[src/common/i3c_pkg.sv]
/*
  I3C bus monitor shared types: filtered line state, bus state
  and the event record passed to the event log
*/
package i3c_pkg;

  // Width of the free-running event timestamp
  parameter int unsigned TS_WIDTH = 16;

  // One synchronized and filtered bus line
  typedef struct packed {
    logic level;
    logic pos_edge;
    logic neg_edge;
    logic stable_high;
    logic stable_low;
  } line_state_t;

  // Both lines plus the derived bus conditions
  typedef struct packed {
    line_state_t scl;
    line_state_t sda;
    logic        start_det;
    logic        rstart_det;
    logic        stop_det;
    logic        busy;
  } bus_state_t;

  // Kinds of detected bus patterns
  typedef enum logic [1:0] {
    EVT_HDR_EXIT     = 2'd1,
    EVT_TARGET_RESET = 2'd2
  } evt_kind_e;

  // One entry of the event log
  typedef struct packed {
    evt_kind_e           kind;
    logic [TS_WIDTH-1:0] ts;
  } evt_t;

endpackage
[src/i3c_monitor_top.sv]
/*
  I3C monitor top level. Filters the raw pins, derives bus
  conditions, detects patterns and logs them as events
*/
module i3c_monitor_top #(
  parameter int unsigned STABLE_CYCLES = 4,
  parameter int unsigned LOG_DEPTH     = 4
) (
  input  logic          clk_i,
  input  logic          rst_ni,
  input  logic          scl_i,
  input  logic          sda_i,
  input  logic          enable_i,
  input  logic          is_in_hdr_mode_i,
  output logic          evt_valid_o,
  input  logic          evt_ready_i,
  output i3c_pkg::evt_t evt_o,
  output logic [7:0]    drop_count_o
);

  i3c_pkg::line_state_t scl_state;
  i3c_pkg::line_state_t sda_state;
  i3c_pkg::bus_state_t  bus_state;
  logic                 hdr_exit_detect;
  logic                 target_reset_detect;

  i3c_line_filter #(
    .STABLE_CYCLES (STABLE_CYCLES)
  ) scl_filter_inst (
    .clk_i   (clk_i),
    .rst_ni  (rst_ni),
    .line_i  (scl_i),
    .state_o (scl_state)
  );

  i3c_line_filter #(
    .STABLE_CYCLES (STABLE_CYCLES)
  ) sda_filter_inst (
    .clk_i   (clk_i),
    .rst_ni  (rst_ni),
    .line_i  (sda_i),
    .state_o (sda_state)
  );

  i3c_bus_conditions i3c_bus_conditions_inst (
    .clk_i  (clk_i),
    .rst_ni (rst_ni),
    .scl_i  (scl_state),
    .sda_i  (sda_state),
    .bus_o  (bus_state)
  );

  i3c_bus_monitor i3c_bus_monitor_inst (
    .clk_i                 (clk_i),
    .rst_ni                (rst_ni),
    .enable_i              (enable_i),
    .bus_i                 (bus_state),
    .is_in_hdr_mode_i      (is_in_hdr_mode_i),
    .hdr_exit_detect_o     (hdr_exit_detect),
    .target_reset_detect_o (target_reset_detect)
  );

  i3c_event_log #(
    .LOG_DEPTH (LOG_DEPTH)
  ) i3c_event_log_inst (
    .clk_i          (clk_i),
    .rst_ni         (rst_ni),
    .hdr_exit_i     (hdr_exit_detect),
    .target_reset_i (target_reset_detect),
    .evt_valid_o    (evt_valid_o),
    .evt_ready_i    (evt_ready_i),
    .evt_o          (evt_o),
    .drop_count_o   (drop_count_o)
  );

endmodule

[src/i3c_event_log.sv]
/*
  I3C event log. Timestamps detected patterns and queues them
  in a small FIFO read out over valid/ready, counting drops
*/
module i3c_event_log #(
  parameter int unsigned LOG_DEPTH = 4
) (
  input  logic          clk_i,
  input  logic          rst_ni,
  input  logic          hdr_exit_i,
  input  logic          target_reset_i,
  output logic          evt_valid_o,
  input  logic          evt_ready_i,
  output i3c_pkg::evt_t evt_o,
  output logic [7:0]    drop_count_o
);

  localparam int unsigned PTR_W = (LOG_DEPTH > 1) ? $clog2(LOG_DEPTH) : 1;
  localparam int unsigned CNT_W = $clog2(LOG_DEPTH + 1);

  logic [i3c_pkg::TS_WIDTH-1:0] ts_q;
  i3c_pkg::evt_t                mem_q [LOG_DEPTH];
  logic [PTR_W-1:0]             wr_ptr_q;
  logic [PTR_W-1:0]             rd_ptr_q;
  logic [CNT_W-1:0]             count_q;
  logic                         valid_q;
  logic [7:0]                   drop_q;
  logic                         any_evt;
  logic                         full;
  logic                         push;
  logic                         pop;
  i3c_pkg::evt_t                wr_evt;
  logic [1:0]                   drop_inc;
  logic [8:0]                   drop_sum;

  function automatic logic [PTR_W-1:0] ptr_next(input logic [PTR_W-1:0] ptr);
    return (ptr == PTR_W'(LOG_DEPTH - 1)) ? '0 : ptr + 1'b1;
  endfunction

  assign any_evt = hdr_exit_i | target_reset_i;
  assign full    = (count_q == CNT_W'(LOG_DEPTH));
  assign push    = any_evt & ~full;
  assign pop     = valid_q & evt_ready_i;

  // Target reset wins when both arrive together
  assign wr_evt.kind = target_reset_i ? i3c_pkg::EVT_TARGET_RESET : i3c_pkg::EVT_HDR_EXIT;
  assign wr_evt.ts   = ts_q;

  assign drop_inc = {1'b0, hdr_exit_i & target_reset_i} + {1'b0, any_evt & full};
  assign drop_sum = {1'b0, drop_q} + {7'b0, drop_inc};

  always_ff @(posedge clk_i) begin
    if (push) begin
      mem_q[wr_ptr_q] <= wr_evt;
    end
  end

  always_ff @(posedge clk_i or negedge rst_ni) begin
    if (!rst_ni) begin
      ts_q     <= '0;
      wr_ptr_q <= '0;
      rd_ptr_q <= '0;
      count_q  <= '0;
      valid_q  <= 1'b0;
      drop_q   <= '0;
    end else begin
      ts_q <= ts_q + 1'b1;
      if (push) begin
        wr_ptr_q <= ptr_next(wr_ptr_q);
      end
      if (pop) begin
        rd_ptr_q <= ptr_next(rd_ptr_q);
      end
      case ({push, pop})
        2'b10:   count_q <= count_q + 1'b1;
        2'b01:   count_q <= count_q - 1'b1;
        default: count_q <= count_q;
      endcase
      // An entry is presented one cycle after it was written
      valid_q <= (count_q != '0) && !(pop && count_q == CNT_W'(1));
      drop_q  <= drop_sum[8] ? 8'hff : drop_sum[7:0];
    end
  end

  assign evt_valid_o  = valid_q;
  assign evt_o        = mem_q[rd_ptr_q];
  assign drop_count_o = drop_q;

endmodule

[src/i3c_bus_monitor/i3c_bus_monitor.sv]
/*
  I3C bus monitor. Watches for the HDR exit pattern while in
  HDR mode and hosts the Target Reset detector
*/
module i3c_bus_monitor (
  input  logic                clk_i,
  input  logic                rst_ni,
  input  logic                enable_i,
  input  i3c_pkg::bus_state_t bus_i,
  input  logic                is_in_hdr_mode_i,
  output logic                hdr_exit_detect_o,
  output logic                target_reset_detect_o
);

  // One-hot shift register, bit 0 set after four SDA falls
  logic [4:0] exit_shift_q;
  logic       exit_pending_q;
  logic       hdr_exit_q;
  logic       exit_arm;

  // SCL parked low with SDA high starts the exit pattern
  assign exit_arm = enable_i & is_in_hdr_mode_i &
                    bus_i.scl.stable_low & bus_i.sda.stable_high;

  always_ff @(posedge clk_i or negedge rst_ni) begin
    if (!rst_ni) begin
      exit_shift_q   <= 5'b10000;
      exit_pending_q <= 1'b0;
      hdr_exit_q     <= 1'b0;
    end else begin
      hdr_exit_q <= enable_i & exit_pending_q & exit_shift_q[0] & bus_i.stop_det;
      if (!enable_i || bus_i.stop_det) begin
        exit_shift_q   <= 5'b10000;
        exit_pending_q <= 1'b0;
      end else if (exit_pending_q) begin
        if (bus_i.sda.neg_edge) begin
          exit_shift_q <= {1'b0, exit_shift_q[4:1]};
        end else if (bus_i.scl.pos_edge && !exit_shift_q[0]) begin
          // SCL pulse in the middle of the pattern, start over
          exit_shift_q <= 5'b10000;
        end
      end else if (exit_arm) begin
        exit_pending_q <= 1'b1;
        exit_shift_q   <= 5'b10000;
      end
    end
  end

  assign hdr_exit_detect_o = hdr_exit_q;

  target_reset_detector target_reset_detector_inst (
    .clk_i                 (clk_i),
    .rst_ni                (rst_ni),
    .enable_i              (enable_i),
    .bus_i                 (bus_i),
    .target_reset_detect_o (target_reset_detect_o)
  );

endmodule

[src/i3c_bus_monitor/target_reset_detector.sv]
/*
  Target Reset detector. Seven SDA falls with SCL low, then a
  repeated START and a STOP, give a one-cycle detect pulse
*/
module target_reset_detector (
  input  logic                clk_i,
  input  logic                rst_ni,
  input  logic                enable_i,
  input  i3c_pkg::bus_state_t bus_i,
  output logic                target_reset_detect_o
);

  logic [2:0] fall_cnt_q;
  logic       sr_seen_q;
  logic       detect_q;
  logic       armed;
  logic       any_start;

  // 14 SDA transitions with SCL low end with seven falls
  assign armed     = (fall_cnt_q == 3'd7);
  assign any_start = bus_i.start_det | bus_i.rstart_det;

  always_ff @(posedge clk_i or negedge rst_ni) begin
    if (!rst_ni) begin
      fall_cnt_q <= '0;
      sr_seen_q  <= 1'b0;
      detect_q   <= 1'b0;
    end else begin
      detect_q <= enable_i & sr_seen_q & bus_i.stop_det;
      if (!enable_i) begin
        fall_cnt_q <= '0;
        sr_seen_q  <= 1'b0;
      end else if (sr_seen_q) begin
        // STOP completes the pattern, another START breaks it
        if (bus_i.stop_det || any_start) begin
          fall_cnt_q <= '0;
          sr_seen_q  <= 1'b0;
        end
      end else if (armed) begin
        if (any_start) begin
          sr_seen_q <= 1'b1;
        end else if (bus_i.stop_det) begin
          fall_cnt_q <= '0;
        end
      end else if (any_start || bus_i.stop_det) begin
        fall_cnt_q <= '0;
      end else if (bus_i.scl.pos_edge) begin
        // SCL rose before the pattern was complete
        fall_cnt_q <= '0;
      end else if (bus_i.scl.stable_low && bus_i.sda.neg_edge) begin
        fall_cnt_q <= fall_cnt_q + 1'b1;
      end
    end
  end

  assign target_reset_detect_o = detect_q;

endmodule

[src/i3c_bus_conditions.sv]
/*
  I3C bus conditions. Finds START, repeated START and STOP
  from the filtered lines and tracks bus busy
*/
module i3c_bus_conditions (
  input  logic                 clk_i,
  input  logic                 rst_ni,
  input  i3c_pkg::line_state_t scl_i,
  input  i3c_pkg::line_state_t sda_i,
  output i3c_pkg::bus_state_t  bus_o
);

  logic busy_q;
  logic sda_fall_scl_high;
  logic start_det;
  logic rstart_det;
  logic stop_det;

  // SDA transitions only count as conditions with SCL settled high
  assign sda_fall_scl_high = sda_i.neg_edge & scl_i.stable_high;

  assign start_det  = sda_fall_scl_high & ~busy_q;
  assign rstart_det = sda_fall_scl_high & busy_q;
  assign stop_det   = sda_i.pos_edge & scl_i.stable_high;

  always_ff @(posedge clk_i or negedge rst_ni) begin
    if (!rst_ni) begin
      busy_q <= 1'b0;
    end else if (stop_det) begin
      busy_q <= 1'b0;
    end else if (start_det) begin
      busy_q <= 1'b1;
    end
  end

  assign bus_o.scl        = scl_i;
  assign bus_o.sda        = sda_i;
  assign bus_o.start_det  = start_det;
  assign bus_o.rstart_det = rstart_det;
  assign bus_o.stop_det   = stop_det;
  assign bus_o.busy       = busy_q;

endmodule

[src/i3c_line_filter.sv]
/*
  I3C line filter. Synchronizes one raw bus line and reports
  its level, single-cycle edges and stability
*/
module i3c_line_filter #(
  parameter int unsigned STABLE_CYCLES = 4
) (
  input  logic                  clk_i,
  input  logic                  rst_ni,
  input  logic                  line_i,
  output i3c_pkg::line_state_t  state_o
);

  localparam int unsigned RUN_W = $clog2(STABLE_CYCLES + 1);

  logic [1:0]       sync_q;
  logic             level_q;
  logic             pos_edge_q;
  logic             neg_edge_q;
  logic [RUN_W-1:0] run_q;
  logic             change;
  logic             run_done;

  // Synchronized sample differs from the last accepted level
  assign change   = sync_q[1] ^ level_q;
  assign run_done = (run_q == RUN_W'(STABLE_CYCLES));

  always_ff @(posedge clk_i or negedge rst_ni) begin
    if (!rst_ni) begin
      // Lines idle high
      sync_q     <= 2'b11;
      level_q    <= 1'b1;
      pos_edge_q <= 1'b0;
      neg_edge_q <= 1'b0;
    end else begin
      sync_q     <= {sync_q[0], line_i};
      level_q    <= sync_q[1];
      pos_edge_q <= change & sync_q[1];
      neg_edge_q <= change & ~sync_q[1];
    end
  end

  // Run length of equal samples, restarts on every edge
  always_ff @(posedge clk_i or negedge rst_ni) begin
    if (!rst_ni) begin
      run_q <= '0;
    end else if (change) begin
      run_q <= '0;
    end else if (!run_done) begin
      run_q <= run_q + 1'b1;
    end
  end

  assign state_o.level       = level_q;
  assign state_o.pos_edge    = pos_edge_q;
  assign state_o.neg_edge    = neg_edge_q;
  assign state_o.stable_high = level_q & run_done;
  assign state_o.stable_low  = ~level_q & run_done;

endmodule

[config.mk]
export PLATFORM = sky130hd
export DESIGN_NAME = i3c_monitor_top
export DESIGN_NICKNAME = d
export VERILOG_FILES = /design/src/common/i3c_pkg.sv /design/src/i3c_monitor_top.sv /design/src/i3c_event_log.sv /design/src/i3c_bus_monitor/i3c_bus_monitor.sv /design/src/i3c_bus_monitor/target_reset_detector.sv /design/src/i3c_bus_conditions.sv /design/src/i3c_line_filter.sv
export SDC_FILE = /design/constraint.sdc
export NUM_CORES = 1
export LEC_CHECK = 0
export BUFFER_PORTS_ARGS = -buffer_cell sky130_fd_sc_hd__buf_4
export CORE_MARGIN = 2
export CORE_UTILIZATION = 50
export DETAILED_ROUTE_END_ITERATION = 10
export HOLD_SLACK_MARGIN = 0.02
export PLACE_DENSITY = 0.65
export SKIP_LAST_GASP = 1
export SLEW_MARGIN = 20
export SYNTH_ARGS = -nofsm -noshare
export SYNTH_HDL_FRONTEND = slang
export SYNTH_SLANG_ARGS = --single-unit
[constraint.sdc]
create_clock -name clk_i -period 2.62 [get_ports clk_i]
set_input_delay 0.262 -clock clk_i [delete_from_list [all_inputs] [get_ports clk_i]]
set_output_delay 0.262 -clock clk_i [all_outputs]
set_load 0.005 [all_outputs]
-- Word-level counts from Yosys, hierarchy flattened
Memory sizes are Yosys's and may differ from the RTL's.
Index checks and enable logic that the tools add are counted.
- multiplexer cells: 35
- eq/ne operators: 16
- shifts and indexed selects: 0
- multiply operators: 0
- bitwise operators: 30
- $lt $le $gt $ge: 0
- add/subtract/negate cells: 10
- reductions and logical operators: 15
- div/mod/pow operators: 0
- operator list (kind ; count):
    3-bit two-way mux ; 13
    5-bit two-way mux ; 5
    1-bit bitwise AND ; 22
    16-bit by 1-bit adder with 16-bit output, second input constant ; 1
    3-bit by 1-bit adder with 3-bit output, second input constant ; 4
    3-bit equality test, second input constant ; 4
    1-bit two-way mux ; 12
    4-bit != test, second input constant ; 3
    8-bit by 2-bit adder with 9-bit output ; 1
    8-bit two-way mux ; 1
    2-bit equality test, second input constant ; 3
    2-bit two-way mux ; 3
    3-bit case mux with 2 select lines ; 1
    3-bit nonzero test ; 2
    5-bit by 1-bit != test with 1-bit output, second input constant ; 1
    2-bit by 1-bit adder with 2-bit output, second input constant ; 2
    1-bit logical AND ; 4
    2-bit by 1-bit != test with 1-bit output, second input constant ; 2
    1-bit NOT ; 4
    4-bit AND reduction ; 1
    2-bit nonzero test ; 2
    3-bit by 1-bit equality test with 1-bit output, second input constant ; 1
    1-bit logical NOT ; 3
    3-bit by 2-bit != test with 1-bit output, second input constant ; 1
    other kinds (7) ; 10
- latch bits: 0
- RAM bits: 72
- output and inout port bits: 27
- word-level logic and storage cells: 129
- memories: 1
- register bits after elaboration: 60
- bits in read-only memories: 0
- memories (memory ; words ; width ; read ports ; clocked after memory_dff ; wr ports ; RTL line ; RTL):
    i3c_event_log_inst.mem_q ; 4 ; 18 ; 1 ; 0 ; 1 ; i3c_event_log.sv:22 ; i3c_pkg::evt_t mem_q [LOG_DEPTH];

-- Logic depth before layout (Yosys ltp)
- depth after elaboration: 10
- depth in mapped cells: 9
- gate-level depth less buffers: 9

-- Modules after synthesis
From an unflattened synthesis, not the netlist that was laid out.
- cell total of the unflattened synthesis: 378
- area total of the unflattened synthesis: 5706.7 um^2
- by module, submodules not included (module ; times used ; area each (um^2) ; cells each ; seq. area each (um^2)):
    i3c_event_log ; 1 ; 4160.2 ; 236 ; 2962.8
    i3c_line_filter ; 2 ; 362.8 ; 31 ; 203.9
    i3c_bus_monitor ; 1 ; 327.8 ; 30 ; 176.4
    target_reset_detector ; 1 ; 327.8 ; 29 ; 125.1
    i3c_bus_conditions ; 1 ; 165.2 ; 21 ; 25.0

-- Least setup slack after synthesis
No wires, ideal clock.
- path type: reg-to-reg
- start: register i3c_event_log_inst.count_q[0]
- end: register i3c_event_log_inst.drop_q[4] (netlist: i3c_event_log_inst.drop_count_o[4])
- setup slack: 645 ps
- arrival time: 1841 ps
- buffers on the path: 0
- cell stages (with the launch flop): 10
- path through: dfrtp_1 -> inv_1 -> ha_1 -> nand2_1 -> nor2_1 -> fa_1 -> ha_1 -> and4_1 -> nand4_1 -> o21ai_0
- cells in the longest elaborated chain, start to end: 5
- ends and longest elaborated chain (element ; RTL line ; RTL):
    start: declaration ; i3c_event_log.sv:25 ; logic [CNT_W-1:0] count_q;
    start signal: assignment ; i3c_event_log.sv:75 ; 2'b10: count_q <= count_q + 1'b1;
    start signal: assignment ; i3c_event_log.sv:76 ; 2'b01: count_q <= count_q - 1'b1;
    start signal: assignment ; i3c_event_log.sv:77 ; default: count_q <= count_q;
    3-bit equality test ; i3c_event_log.sv:41 ; assign full = (count_q == CNT_W'(LOG_DEPTH));
    1-bit bitwise AND ; i3c_event_log.sv:49 ; assign drop_inc = {1'b0, hdr_exit_i & target_reset_i} + {1'b0, any_evt & full};
    1-bit by 1-bit adder with 2-bit output ; i3c_event_log.sv:49 ;
    8-bit by 2-bit adder with 9-bit output ; i3c_event_log.sv:50 ; assign drop_sum = {1'b0, drop_q} + {7'b0, drop_inc};
    8-bit two-way mux ; i3c_event_log.sv:81 ; drop_q <= drop_sum[8] ? 8'hff : drop_sum[7:0];
    end signal: assignment ; i3c_event_log.sv:81 ;
    end: declaration ; i3c_event_log.sv:27 ; logic [7:0] drop_q;
No other way between the ends.
A chain may end at the register's enable or synchronous reset.

==> flow_metrics.env <==
export IMPL_synth_top_area_share_pct=40.5
export IMPL_status="finished clean"
export IMPL_hold_violations=0
export IMPL_grt_max_degree=60
export IMPL_route_detailed_drc=0
export IMPL_finalCriticalPeriod_ns=2.29
export IMPL_dieArea_um2=11500
export IMPL_syn2layout_area_growth_pct=19.7
export IMPL_routed_wl_um=8460
export IMPL_via_per_inst=5.21
export IMPL_cp_common_cell="buf_4"
export IMPL_pwr_density_cell_nw_per_um2=867
export IMPL_synth_common_cells="edfxtp_1, dfrtp_1, ha_1"
export IMPL_dpl_worst_slack_ns=0.422
export IMPL_slew_violations=0
export IMPL_crit_required_ns=2.36
export IMPL_coreArea_um2=10400
export IMPL_grt_setup_unrepaired="false"
export IMPL_synth_edf_count=72
export IMPL_dp_hpwl_um=5220
export IMPL_power_leakage_uw=0.00258
export IMPL_cts_buffers=17
export IMPL_synth_cells=338
export IMPL_cpMaxStageDelayCell="mux4_2"
export IMPL_synth_seq_cells=131
export IMPL_clockRootBuffer="clkbuf_8"
export IMPL_port_buffers=33
export IMPL_num_vias=2815
export IMPL_clock_latency_ns=0.51
export IMPL_slowest_delay_ns=0.60
export IMPL_vdd_drop_max_mv=0.394
export IMPL_start_kind="flop"
export IMPL_wl_per_cell_um=15.7
export IMPL_relSlewSlack_pct=49.8
export IMPL_fillers=818
export IMPL_synth_most_common_cell="edfxtp_1"
export IMPL_firstDrtPassIters=4
export IMPL_cts_setup_buffers=0
export IMPL_cp_max_fo=18
export IMPL_synth_area_leaders="edfxtp_1, dfrtp_1, mux4_2, ha_1, dfstp_2"
export IMPL_layout_drive_gt1_share_pct=24.8
export IMPL_timing_final_crit_share_pct=87.4
export IMPL_cts_tree="built"
export IMPL_async_flop_share_pct=45.0
export IMPL_diodes=0
export IMPL_synth_area_um2=5340
export IMPL_worstPathArrival_ns=2.03
export IMPL_clk_pin_slew_ns=0.06
export IMPL_setup_ws_ns=0.330
export IMPL_routabilityCongestion=0.740
export IMPL_synth_avg_cell_area_um2=15.8
export IMPL_overflow=0
export IMPL_die_w_um=107
export IMPL_drv_cap=0
export IMPL_io_pins=34
export IMPL_finClkSkew_ns=0.00779
export IMPL_max_freq_ghz=0.437
export IMPL_start_util_pct=51.5
export IMPL_die_y_um=107
export IMPL_path_class="reg -> out"
export IMPL_fin_tns_setup_ns=0
export IMPL_drt_iter0_drc=116
export IMPL_hp_class="in -> reg"
export IMPL_antenna_found_initial=0
export IMPL_rows=37
export IMPL_ant_nets=0
export IMPL_setup_violations=0
export IMPL_grt_pass1_vias=2933
export IMPL_synth_nets=367
export IMPL_grt_pass1_wl_um=14500
export IMPL_yosysTopAreaCell="edfxtp_1"
export IMPL_path_cells="buf_4 -> mux4_2 -> buf_4"
export IMPL_num_nets_final=420
export IMPL_worstSetupEndpointType="output port"
export IMPL_worstMarginPinSlew_ns=0.753
export IMPL_synth_flop_cell="edfxtp_1"
export IMPL_cts_path_max_buffers=2
export IMPL_grt_usage_pct=17.0
export IMPL_ys_seq_area_share_pct=68.3
export IMPL_synth_warnings=0
export IMPL_htreeDepth=4
export IMPL_synth_cell_types=42
export IMPL_cts_sinks=131
cells by family after synthesis:
group / Yosys count / share of synthesized area (%)
buf+inv: 27 / 2.06
fa+ha+maj: 22 / 5.29
compound gates: 32 / 3.89
simple gates: 81 / 8.31
flops: 131 / 68.3
mux: 23 / 8.57
xor+xnor: 22 / 3.61
layer usage:
layer | part of all wire, % | global-route usage (%)
met5 | 0 | 0
met4 | 0.74 | 6.32
met3 | 3.1 | 5.15
met2 | 51 | 27.5
met1 | 45 | 21.7
power breakdown:
group | switching [µW] | total [µW] | internal [µW]
logic | 365 | 859 | 494
clock network | 873 | 2340 | 1470
registers | 101 | 2340 | 2240
total | 1340 | 5540 | 4200
worst paths after layout:
path | slack, ns | startpoint | depth (start not counted) | endpoint
max | 0.33 | i3c_event_log_inst.rd_ptr_q[0] | 3 | evt_o[16]
min | 0.07 | enable_i | 2 | flop
max reg2reg | 0.42 | i3c_event_log_inst.count_q[0] | 9 | i3c_event_log_inst.drop_count_o[4]
min reg2reg | 0.36 | scl_filter_inst.sync_q[0] | 0 | scl_filter_inst.sync_q[1]
max in group asynchronous | 1.75 | rst_ni | 2 | i3c_event_log_inst.ts_q[9]
min in group asynchronous | 0.36 | rst_ni | 2 | i3c_event_log_inst.drop_count_o[6]
layout make-up:
| type | instances | area [µm²] | area share [%] |
|---|---|---|---|
| well taps | 136 | 170 | 2.66 |
| clock buffers | 19 | 422 | 6.59 |
| flip-flops and latches | 131 | 3650 | 57.0 |
| repair buffers | 42 | 323 | 5.05 |
| inverters | 19 | 71.3 | 1.12 |
| clock inverters | 13 | 175 | 2.74 |
| multi-input cells | 180 | 1590 | 24.8 |
critical path, delay by kind of cell, from the launching register on:
kind                   cells  cell delay [ns]
buffers and inverters      2             0.53
flip-flops                 1             0.39
multiplexers               1             0.60
registers in the layout, summed over array words and instances, names as in the netlist, 2 cells and up, named ones only:
name / cells
i3c_event_log_inst.ts_q: 16
i3c_event_log_inst.count_q: 3
i3c_bus_monitor_inst.exit_shift_q: 5
scl_filter_inst.run_q: 3
scl_filter_inst.sync_q: 2
i3c_event_log_inst.rd_ptr_q: 2
i3c_event_log_inst.wr_ptr_q: 2
sda_filter_inst.run_q: 3
i3c_event_log_inst.mem_q: 72
i3c_bus_monitor_inst.target_reset_detector_inst.fall_cnt_q: 3
sda_filter_inst.sync_q: 2
i3c_event_log_inst.drop_count_o: 8
through the flow:
step           instance area [µm²]  total power, µW  instances  hold slack, ns  utilization (%)
2_1_floorplan                 5340             2930        338         -0.0336                -
4_1_cts                       6390             5630        540          0.0344             61.7
3_5_place_dp                  5770             3260        505           0.347             55.6
3_3_place_gp                  5770             3230        505           0.347             55.6
5_1_grt                       6390             5820        540          0.0408             61.7
6_report                      6390             5540        540          0.0660             61.7
cell usage in the layout (no fill, tap or decap), types with 2 or more instances in the layout:
cell           Yosys  routed
a21oi_1            6       6
a31oi_1            3       3
a32o_1             3       3
and2_1             8       8
and3_1             8       8
and4_1             3       3
buf_4              0      39
bufinv_16          0       3
clkbuf_1           1       2
clkbuf_16          0      16
clkinv_4           0       3
clkinvlp_4         0       2
dfrtp_1           52      52
dfstp_2            7       7
dlygate4sd3_1      0       3
edfxtp_1          72      72
ha_1              21      21
inv_1             19      19
inv_6              0       5
mux2_2             2       2
mux2i_1            3       3
mux4_2            18      18
nand2_1           20      20
nand2b_1           6       6
nand3_1            9       9
nand4_1            3       3
nor2_1            13      13
nor2b_1            4       4
nor3_1             3       3
o21ai_0           10      10
xnor2_1           15      15
xor2_1             7       7
repair_timing:
item | 4_1_cts | 5_1_grt
resized for setup | 0 | 0
hold buffers | 3 | 0
endpoints found under the setup margin | 0 | 0
hold endpoints to repair | 54 | 0
Power figures use the tool's default switching activity.
